--- src/logic/pet_config.svh ---
`ifndef PET_CONFIG_SVH
`define PET_CONFIG_SVH

// Decay periods in clock cycles, one per need
`define PET_DECAY_HEALTH 121
`define PET_DECAY_ENERGY 101
`define PET_DECAY_HUNGER 71
`define PET_DECAY_FUN    51

// Level limits
`define PET_LEVEL_MAX   10
`define PET_LEVEL_START 8

// Lowest level that still shows a happy face
`define PET_HAPPY_MIN 5

`endif

--- src/logic/pet_pkg.sv ---
package pet_pkg;

    localparam int NEED_COUNT = 4;  // Health, energy, hunger, fun

    // Which need is selected or addressed
    typedef enum logic [1:0] {
        NEED_HEALTH = 2'd0,
        NEED_ENERGY = 2'd1,
        NEED_HUNGER = 2'd2,
        NEED_FUN    = 2'd3
    } need_t;

    typedef logic [3:0] level_t;  // Need level, 0 to 10

    // All four levels side by side
    typedef struct packed {
        level_t health;
        level_t energy;
        level_t hunger;
        level_t fun;
    } levels_t;

    // Feed command from the button logic to the level bank
    typedef struct packed {
        logic  valid;   // One-cycle pulse
        need_t need;    // Need being fed
        logic  toggle;  // Test mode toggle instead of increment
    } feed_cmd_t;

endpackage

--- src/logic/display_pkg.sv ---
package display_pkg;

    typedef logic [6:0] seg_t;  // Bit 0 is segment a, active high

    localparam seg_t SEG_BLANK = 7'b0000000;  // All segments off

    // Display output word
    typedef struct packed {
        logic           happy;  // Face, high when happy
        pet_pkg::need_t need;   // Need on display
        seg_t           seg;    // Digit of its level
    } status_t;

    // Level to seven-segment pattern, 10 shows as "A"
    function automatic seg_t level_to_seg(input pet_pkg::level_t level);
        case (level)
            4'd0:    level_to_seg = 7'b0111111;
            4'd1:    level_to_seg = 7'b0000110;
            4'd2:    level_to_seg = 7'b1011011;
            4'd3:    level_to_seg = 7'b1001111;
            4'd4:    level_to_seg = 7'b1100110;
            4'd5:    level_to_seg = 7'b1101101;
            4'd6:    level_to_seg = 7'b1111101;
            4'd7:    level_to_seg = 7'b0000111;
            4'd8:    level_to_seg = 7'b1111111;
            4'd9:    level_to_seg = 7'b1101111;
            4'd10:   level_to_seg = 7'b1110111;  // A
            default: level_to_seg = SEG_BLANK;   // Out of range
        endcase
    endfunction

endpackage

--- src/logic/need_select.sv ---
`timescale 1ns/100ps

module need_select (
    input  logic               clk,
    input  logic               btn_reset,
    input  logic               btn_health,
    input  logic               btn_energy,
    input  logic               btn_hunger,
    input  logic               btn_fun,
    input  logic               btn_test,
    input  logic               sleep_ok,
    output pet_pkg::need_t     sel,
    output pet_pkg::feed_cmd_t cmd,
    output logic               test_mode
);
    import pet_pkg::*;

    logic  energy_ok;   // Energy strobe while the light is off
    logic  press;       // Some need strobe counts this cycle
    need_t press_need;  // Highest priority need pressed
    logic  feed;        // Press on the need already shown

    assign energy_ok = btn_energy && sleep_ok;

    // Priority is health, energy, hunger, fun
    always_comb begin
        press      = 1'b1;
        press_need = NEED_HEALTH;
        if (btn_health) begin
            press_need = NEED_HEALTH;
        end else if (energy_ok) begin
            press_need = NEED_ENERGY;
        end else if (btn_hunger) begin
            press_need = NEED_HUNGER;
        end else if (btn_fun) begin
            press_need = NEED_FUN;
        end else begin
            press = 1'b0;
        end
    end

    // Second press on the same need feeds it
    assign feed = press && (press_need == sel);

    always_ff @(posedge clk) begin
        cmd.need   <= press_need;  // Payload, qualified by valid
        cmd.toggle <= test_mode;
        if (btn_reset) begin
            sel       <= NEED_HEALTH;
            cmd.valid <= 1'b0;
            test_mode <= 1'b0;
        end else begin
            cmd.valid <= feed;  // Single-cycle pulse
            if (press) begin
                sel <= press_need;
            end
            if (btn_test) begin
                test_mode <= 1'b1;  // Left only through reset
            end
        end
    end

endmodule

--- src/logic/need_levels.sv ---
`timescale 1ns/100ps

`include "pet_config.svh"

module need_levels (
    input  logic               clk,
    input  logic               btn_reset,
    input  pet_pkg::feed_cmd_t cmd,
    input  logic               test_mode,
    output pet_pkg::levels_t   levels
);
    import pet_pkg::*;

    typedef logic [6:0] timer_t;

    // Last timer count of each decay period, indexed by need_t
    localparam timer_t DECAY_LAST [NEED_COUNT] = '{
        timer_t'(`PET_DECAY_HEALTH - 1),
        timer_t'(`PET_DECAY_ENERGY - 1),
        timer_t'(`PET_DECAY_HUNGER - 1),
        timer_t'(`PET_DECAY_FUN - 1)
    };

    localparam level_t LEVEL_MAX   = level_t'(`PET_LEVEL_MAX);
    localparam level_t LEVEL_START = level_t'(`PET_LEVEL_START);
    localparam level_t LEVEL_ONE   = level_t'(1);

    level_t                lvl   [NEED_COUNT];
    timer_t                timer [NEED_COUNT];
    logic [NEED_COUNT-1:0] wrap;  // Period ends this cycle
    logic [NEED_COUNT-1:0] hit;   // Command addresses this need

    // Level after a feeding command
    function automatic level_t fed_level(input level_t cur, input logic toggle);
        level_t next;
        if (toggle) begin
            next = (cur == LEVEL_ONE) ? LEVEL_MAX : LEVEL_ONE;  // Test mode 1 <-> max
        end else if (cur >= LEVEL_MAX) begin
            next = LEVEL_MAX;
        end else begin
            next = cur + LEVEL_ONE;
        end
        return next;
    endfunction

    always_comb begin
        for (int i = 0; i < NEED_COUNT; i++) begin
            wrap[i] = !test_mode && (timer[i] == DECAY_LAST[i]);
            hit[i]  = cmd.valid && (int'(cmd.need) == i);
        end
    end

    always_ff @(posedge clk) begin
        if (btn_reset) begin
            for (int i = 0; i < NEED_COUNT; i++) begin
                lvl[i]   <= LEVEL_START;
                timer[i] <= '0;
            end
        end else begin
            for (int i = 0; i < NEED_COUNT; i++) begin
                // Timers hold in test mode
                if (!test_mode) begin
                    timer[i] <= wrap[i] ? '0 : timer[i] + timer_t'(1);
                end

                // A command wins over the decay step
                if (hit[i]) begin
                    lvl[i] <= fed_level(lvl[i], cmd.toggle);
                end else if (wrap[i] && (lvl[i] != '0)) begin
                    lvl[i] <= lvl[i] - LEVEL_ONE;  // Floors at 0
                end
            end
        end
    end

    always_comb begin
        levels.health = lvl[NEED_HEALTH];
        levels.energy = lvl[NEED_ENERGY];
        levels.hunger = lvl[NEED_HUNGER];
        levels.fun    = lvl[NEED_FUN];
    end

endmodule

--- src/logic/status_display.sv ---
`timescale 1ns/100ps

`include "pet_config.svh"

module status_display (
    input  logic                 clk,
    input  logic                 btn_reset,
    input  pet_pkg::need_t       sel,
    input  pet_pkg::levels_t     levels,
    output display_pkg::status_t status
);
    import pet_pkg::*;
    import display_pkg::*;

    localparam level_t LEVEL_START = level_t'(`PET_LEVEL_START);
    localparam level_t HAPPY_MIN   = level_t'(`PET_HAPPY_MIN);

    // Same word the first load after reset produces
    localparam status_t STATUS_RESET = '{
        happy: (LEVEL_START >= HAPPY_MIN),
        need:  NEED_HEALTH,
        seg:   level_to_seg(LEVEL_START)
    };

    level_t  cur_level;    // Level of the selected need
    status_t next_status;

    always_comb begin
        case (sel)
            NEED_HEALTH: cur_level = levels.health;
            NEED_ENERGY: cur_level = levels.energy;
            NEED_HUNGER: cur_level = levels.hunger;
            default:     cur_level = levels.fun;
        endcase
    end

    always_comb begin
        next_status.happy = (cur_level >= HAPPY_MIN);
        next_status.need  = sel;
        next_status.seg   = level_to_seg(cur_level);
    end

    always_ff @(posedge clk) begin
        if (btn_reset) begin
            status <= STATUS_RESET;
        end else begin
            status <= next_status;
        end
    end

endmodule

--- src/logic/pet_top.sv ---
`timescale 1ns/100ps

module pet_top (
    input  logic                 clk,
    input  logic                 btn_reset,
    input  logic                 btn_health,
    input  logic                 btn_energy,
    input  logic                 btn_hunger,
    input  logic                 btn_fun,
    input  logic                 btn_test,
    input  logic                 sleep_ok,
    output display_pkg::status_t status,
    output logic                 test_led
);
    import pet_pkg::*;

    need_t     sel;        // Need on display
    feed_cmd_t cmd;        // Feed pulse to the level bank
    levels_t   levels;     // All current levels
    logic      test_mode;

    need_select u_need_select (
        .clk        (clk),
        .btn_reset  (btn_reset),
        .btn_health (btn_health),
        .btn_energy (btn_energy),
        .btn_hunger (btn_hunger),
        .btn_fun    (btn_fun),
        .btn_test   (btn_test),
        .sleep_ok   (sleep_ok),
        .sel        (sel),
        .cmd        (cmd),
        .test_mode  (test_mode)
    );

    need_levels u_need_levels (
        .clk       (clk),
        .btn_reset (btn_reset),
        .cmd       (cmd),
        .test_mode (test_mode),
        .levels    (levels)
    );

    status_display u_status_display (
        .clk       (clk),
        .btn_reset (btn_reset),
        .sel       (sel),
        .levels    (levels),
        .status    (status)
    );

    assign test_led = test_mode;

endmodule

--- config.mk ---
export PLATFORM = sky130hd
export DESIGN_NAME = pet_top
export DESIGN_NICKNAME = d
export VERILOG_FILES = /design/src/logic/pet_pkg.sv /design/src/logic/display_pkg.sv /design/src/logic/need_select.sv /design/src/logic/need_levels.sv /design/src/logic/status_display.sv /design/src/logic/pet_top.sv
export VERILOG_INCLUDE_DIRS = /design/src /design/src/logic
export SDC_FILE = /design/constraint.sdc
export NUM_CORES = 1
export LEC_CHECK = 0
export BUFFER_PORTS_ARGS = -buffer_cell sky130_fd_sc_hd__buf_2
export CELL_PAD_IN_SITES_DETAIL_PLACEMENT = 1
export CELL_PAD_IN_SITES_GLOBAL_PLACEMENT = 1
export CORE_MARGIN = 3
export CORE_UTILIZATION = 53
export DETAILED_ROUTE_END_ITERATION = 16
export GPL_TIMING_DRIVEN = 0
export HOLD_SLACK_MARGIN = 0.03
export PLACE_DENSITY = 0.9
export SYNTH_ARGS = -nofsm -noshare
export SYNTH_HDL_FRONTEND = slang
export SYNTH_SLANG_ARGS = --single-unit
export TNS_END_PERCENT = 5
--- constraint.sdc ---
create_clock -name clk -period 6.39 [get_ports clk]
set_clock_uncertainty 0.1 [all_clocks]
set_input_delay 0.639 -clock clk [delete_from_list [all_inputs] [get_ports clk]]
set_output_delay 0.639 -clock clk [all_outputs]
set_load 0.02 [all_outputs]
Word level (Yosys, flattened, before mapping). Memory sizes are Yosys's and may differ from the RTL's. A register that Yosys moved wholly into a read port is not among the register bits. Cells that the tools add are included.

ROM bits: 112. Output and inout bits: 11. Bits in registers: 10. Memory bits (writable): 44. Logic and storage cells: 152. Bits of input ports: 8. Bits in latches: 0. Memories: 3.

Mux-type cells: 78. Div/mod/pow operators: 0. Shift-type cells: 0. Add/subtract/negate cells: 12. Multipliers: 0. Reductions and logical operators: 21. Order comparisons: 5. Equality and inequality tests: 14. Bitwise gates (word level): 12.

Memories: (name not given) (words 16, width 7, rd ports 1, clocked after Yosys merged registers in 1, write ports 0, RTL line display_pkg.sv:16) `case (level)`; u_need_levels.timer (words 4, width 7, rd ports 4, clocked after Yosys merged registers in 0, write ports 4, RTL line need_levels.sv:29) `timer_t timer [NEED_COUNT];`; u_need_levels.lvl (words 4, width 4, rd ports 4, clocked after Yosys merged registers in 0, write ports 4, RTL line need_levels.sv:28) `level_t lvl [NEED_COUNT];`.

Operator list (number): $mux W4 (28); $mux W7 (8); $mux W1 (37); $add A7 B1 Y7 const B (4); $eq A7 B7 Y1 const B (3); $add A4 B1 Y4 const B (4); $eq A4 B1 Y1 const B (4); $ge A4 B4 Y1 const B (4); $reduce_bool A4 Y1 (4); $sub A4 B1 Y4 const B (4); $logic_and A1 B1 Y1 (14); $or A1 B1 Y1 (12); $pmux W4 S3 (1); $mux W2 (4); $eq A7 B6 Y1 const B (1); $eq A2 B2 Y1 const B (3); $eq A2 B1 Y1 const B (2); $ge A4 B3 Y1 const B (1); $logic_not A2 Y1 (2); $eq A2 B2 Y1 (1); $logic_not A1 Y1 (1).

Longest topological paths before layout.
Word-level depth: 8. Gate-level depth with buffers: 7. Mapped depth without buffers: 6.

Hierarchy. Synthesis repeated with hierarchy kept, for this count alone.

Cell total of the unflattened synthesis: 362. Area, all modules: 3819.9 µm².

Modules (own cells, without submodules): need_levels (cells each 288, area an instance 2989.1 µm², times used 1, seq. area each 1321.3 µm²); status_display (cells each 50, area an instance 566.8 µm², times used 1, seq. area each 200.2 µm²); need_select (cells each 24, area an instance 264.0 µm², times used 1, seq. area each 140.1 µm²).

Least setup slack after synthesis. No wires, ideal clock.

Kind: in2reg. Start point: input btn_reset. End point: memory u_need_levels.timer[0][0] (netlist name), enable pin. Library setup time: 0.385 ns. Required time: 5.905 ns. Path buffers: 1. Cell stages on the path: 3. Setup slack: 4.122 ns. Arrival: 1.782 ns. Path through: clkbuf_1 -> clkinv_1 -> nand2_1.

RTL lines: start, declared (RTL line pet_top.sv:5) `input logic btn_reset,`; end, declared (RTL line need_levels.sv:29).

==> out/summary.json <==
{
  "min_path": {
    "min_to": "u_need_select.sel[0]",
    "min_delay_path_depth": 2,
    "worst_hold_path_type": "in -> reg",
    "timing.hold.worst.start": "btn_health"
  },
  "timing": {
    "totalNegativeSetupSlack_ns": 0,
    "worstMarginPinSlew_ns": 1.20,
    "hold_viol_final": 0,
    "rsz0062_at_grt": "false",
    "post-route-min-period_ns": 2.74,
    "final-max-slew-violation-count": 0,
    "timing.final.crit_share": 0.429,
    "fmaxAchievable_mhz": 365,
    "timing.final.setup_violations": 0,
    "timing.slew.headroom": 0.198
  },
  "die": {
    "design.portCount": 19,
    "fp-row-count": 29,
    "fp.dieArea_sq_um": 7930,
    "initial_core_util": 0.560,
    "die_h_microns": 89.0,
    "core_sq_um": 6530,
    "fp.dieW_microns": 89.0
  },
  "critical_path": {
    "setup.reg_to_reg.worst_slack_ns": 3.69,
    "worst_r2r_path_depth": 6,
    "critPathLaunchType": "input port",
    "timing.critical_path.cells": "buf_2, clkbuf_1, clkinv_1, nand2_1",
    "slowest_delay_ns": 1.01,
    "master_of_the_slowest_instance_on_the_critical_path": "nand2_1",
    "end_kind": "register",
    "worstReg2RegStart": "u_need_levels.lvl[0][8]",
    "critical_path.max_fanout": 28,
    "timing.critical_path.required_ns": 6.26,
    "critical_path.reg2reg.endpoint": "u_need_levels.lvl[0][8]",
    "criticalPathCategory": "in -> reg",
    "worstPathArrival_ns": 2.61
  },
  "final_layout": {
    "antenna-diode-count": 0,
    "layout.nets": 421,
    "nFillCells": 714,
    "areaGrowthSynthToFinish_pct": 10.3,
    "post_layout_nonfiller_instances": 465,
    "post_route_cells_drive_above_1_share": 0.124,
    "fin_area_sq_um": 4030
  },
  "global_routing": {
    "grt_pass1_wl_microns": 14800,
    "number_of_global_route_vias_before_repair": 3048,
    "overflow": 0,
    "grt_antenna_before_repair": 0,
    "grt_usage": 0.247,
    "maximum_number_of_pins_on_one_net_before_global_route_repair": 29
  },
  "pwr": {
    "power.total_uw": 953,
    "power_per_cell_area_nw_per_um2": 236,
    "cellLeakagePower_nw": 1.55,
    "worst_ir_drop_vdd_v": 0.000237
  },
  "clock_tree": {
    "cts_tree": "built",
    "post_cts_resized": 0,
    "post_cts_hold_buffer_count": 0,
    "clk_root_buffer_cell": "clkbuf_8",
    "cts_sinks": 61,
    "htree_levels": 3,
    "postCtsSetupBuffers": 0,
    "insertion_delay_ns": 0.36,
    "cts_inserted_buffers": 9,
    "cts.reportedPaths.clkPinSlew_ns": 0.08,
    "clk_path_buf_depth": 2
  },
  "yosys": {
    "synth_cells": 354,
    "synth_enable_flop_cells": 44,
    "synth-async-reset-ratio": 0,
    "yosys.cell_types.count": 53,
    "synth-warning-count": 0,
    "yosys_most_used_dff": "edfxtp_1",
    "post_synth_instance_area_sq_um": 3650,
    "syn_avg_cell_area_sq_um": 10.3,
    "synth-seq-cells": 61,
    "net_count_after_synthesis": 392,
    "synthTopCellsByArea": "edfxtp_1 (36%), ha_1 (10%), dfxtp_1 (9.3%)",
    "synth_sequential_area_ratio": 0.455,
    "synth_top_area_cell": "edfxtp_1",
    "synth.top_cells.by_count": "edfxtp_1 (44), nor2_1 (41), ha_1 (30)",
    "yosys.cell_count.top_type": "edfxtp_1",
    "post-synth-top-area-fraction": 0.362
  },
  "detailed_routing": {
    "detailedRoute.firstIterationViolations": 139,
    "drt_first_pass_iters": 4,
    "post_drt_via_cell_ratio": 5.95,
    "via_count": 2768,
    "routed_wl_microns": 8740,
    "route.detailed.drc": 0,
    "antenna_left": 0,
    "routed_wire_length_per_instance_microns": 18.8
  },
  "place": {
    "placement.io_buffers": 18,
    "placedCellCount": 449,
    "dpl.hpwl_microns": 6070,
    "placedInstanceArea_sq_um": 3840,
    "routabilityCongestion": 0.880
  },
  "flow_run": {
    "drv.max_cap_violation_count": 0
  },
  "run_status": {
    "run_status": "complete, no violations"
  }
}
[worst max-delay path by stage]
stage,from,to
final,btn_reset,u_need_levels.timer[0][6]
after floorplan,btn_reset,u_need_levels.timer[0][0]
after global placement,btn_reset,u_need_levels.timer[0][5]
after global routing,btn_reset,u_need_levels.timer[0][6]
after detailed placement,btn_reset,u_need_levels.timer[0][2]
after CTS,btn_reset,u_need_levels.timer[0][2]
[layout make-up]
type | instances | area, sq um | area share
flip-flops and latches | 61 | 1660 | 0.412
clock inverters | 6 | 62.6 | 0.0155
well taps | 77 | 96.3 | 0.0239
multi-input cells | 257 | 1860 | 0.461
inverters | 25 | 93.8 | 0.0233
clock buffers | 10 | 128 | 0.0317
plain buffers | 11 | 42.5 | 0.0106
repair buffers | 18 | 90.1 | 0.0223
[critical path, delay by kind of cell]
| kind | cells | cell delay [ns] |
|---|---|---|
| and+or+nand+nor | 1 | 1.01 |
| buffers and inverters | 3 | 0.94 |
[per-layer routing]
layer | vias up | GRT usage | wire length [microns]
li1 | 1332 | - | -
met1 | 1364 | 0.294 | 3780
met2 | 57 | 0.421 | 4430
met3 | 15 | 0.0774 | 389
met4 | 0 | 0.0907 | 143
met5 | - | 0 | 0
[through the flow]
step	util	hold WS [ns]	setup slack, ns
4_1_cts	0.617	0.371	3.57
3_3_place_gp	0.588	0.427	3.29
5_1_grt	0.617	0.379	3.34
6_report	0.617	0.372	3.65
2_1_floorplan	-	0.415	4.12
3_5_place_dp	0.588	0.439	3.20
[report_power, final]
part / switching [mW] / internal [mW] / total (mW)
registers: 0.0305 / 0.456 / 0.486
clock network: 0.161 / 0.179 / 0.340
logic: 0.0756 / 0.0504 / 0.126
[cells by family after synthesis]
kind of cell,after synthesis,synth area share
adder cells (fa/ha/maj),30,0.103
buffers and inverters,36,0.0373
XOR/XNOR,33,0.0791
AO/OA/AOI/OAI,59,0.114
AND/OR/NAND/NOR,131,0.188
multiplexers,4,0.0247
flip-flops,61,0.455
[state kept, by name (all words and copies together) (netlist names)]
signal,flops
u_need_levels.timer,28
u_need_levels.lvl,16
u_need_select.cmd,4
u_need_select.test_mode,1
u_need_select.sel,2
u_status_display.status,10
[layout by cell type, fill, tap and decap left out, types with 3 or more instances in the layout]
master     n
edfxtp_1  44
nor2_1    41
ha_1      30
inv_1     24
nand2_1   21
buf_2     19
xnor2_1   18
nand3_1   18
dfxtp_1   17
xor2_1    15
o21ai_0   12
clkbuf_1  11
nor3_1    10
clkbuf_8   9
a31oi_1    7
and3_1     7
a21oi_1    6
nand2b_1   4
mux4_2     4
nor3b_1    4
o31ai_1    4
a31o_2     3
o22ai_1    3
or2_2      3
nor4bb_1   3
or3_1      3
nor2b_1    3
o32ai_1    3
(Power assumes the default switching activity.)
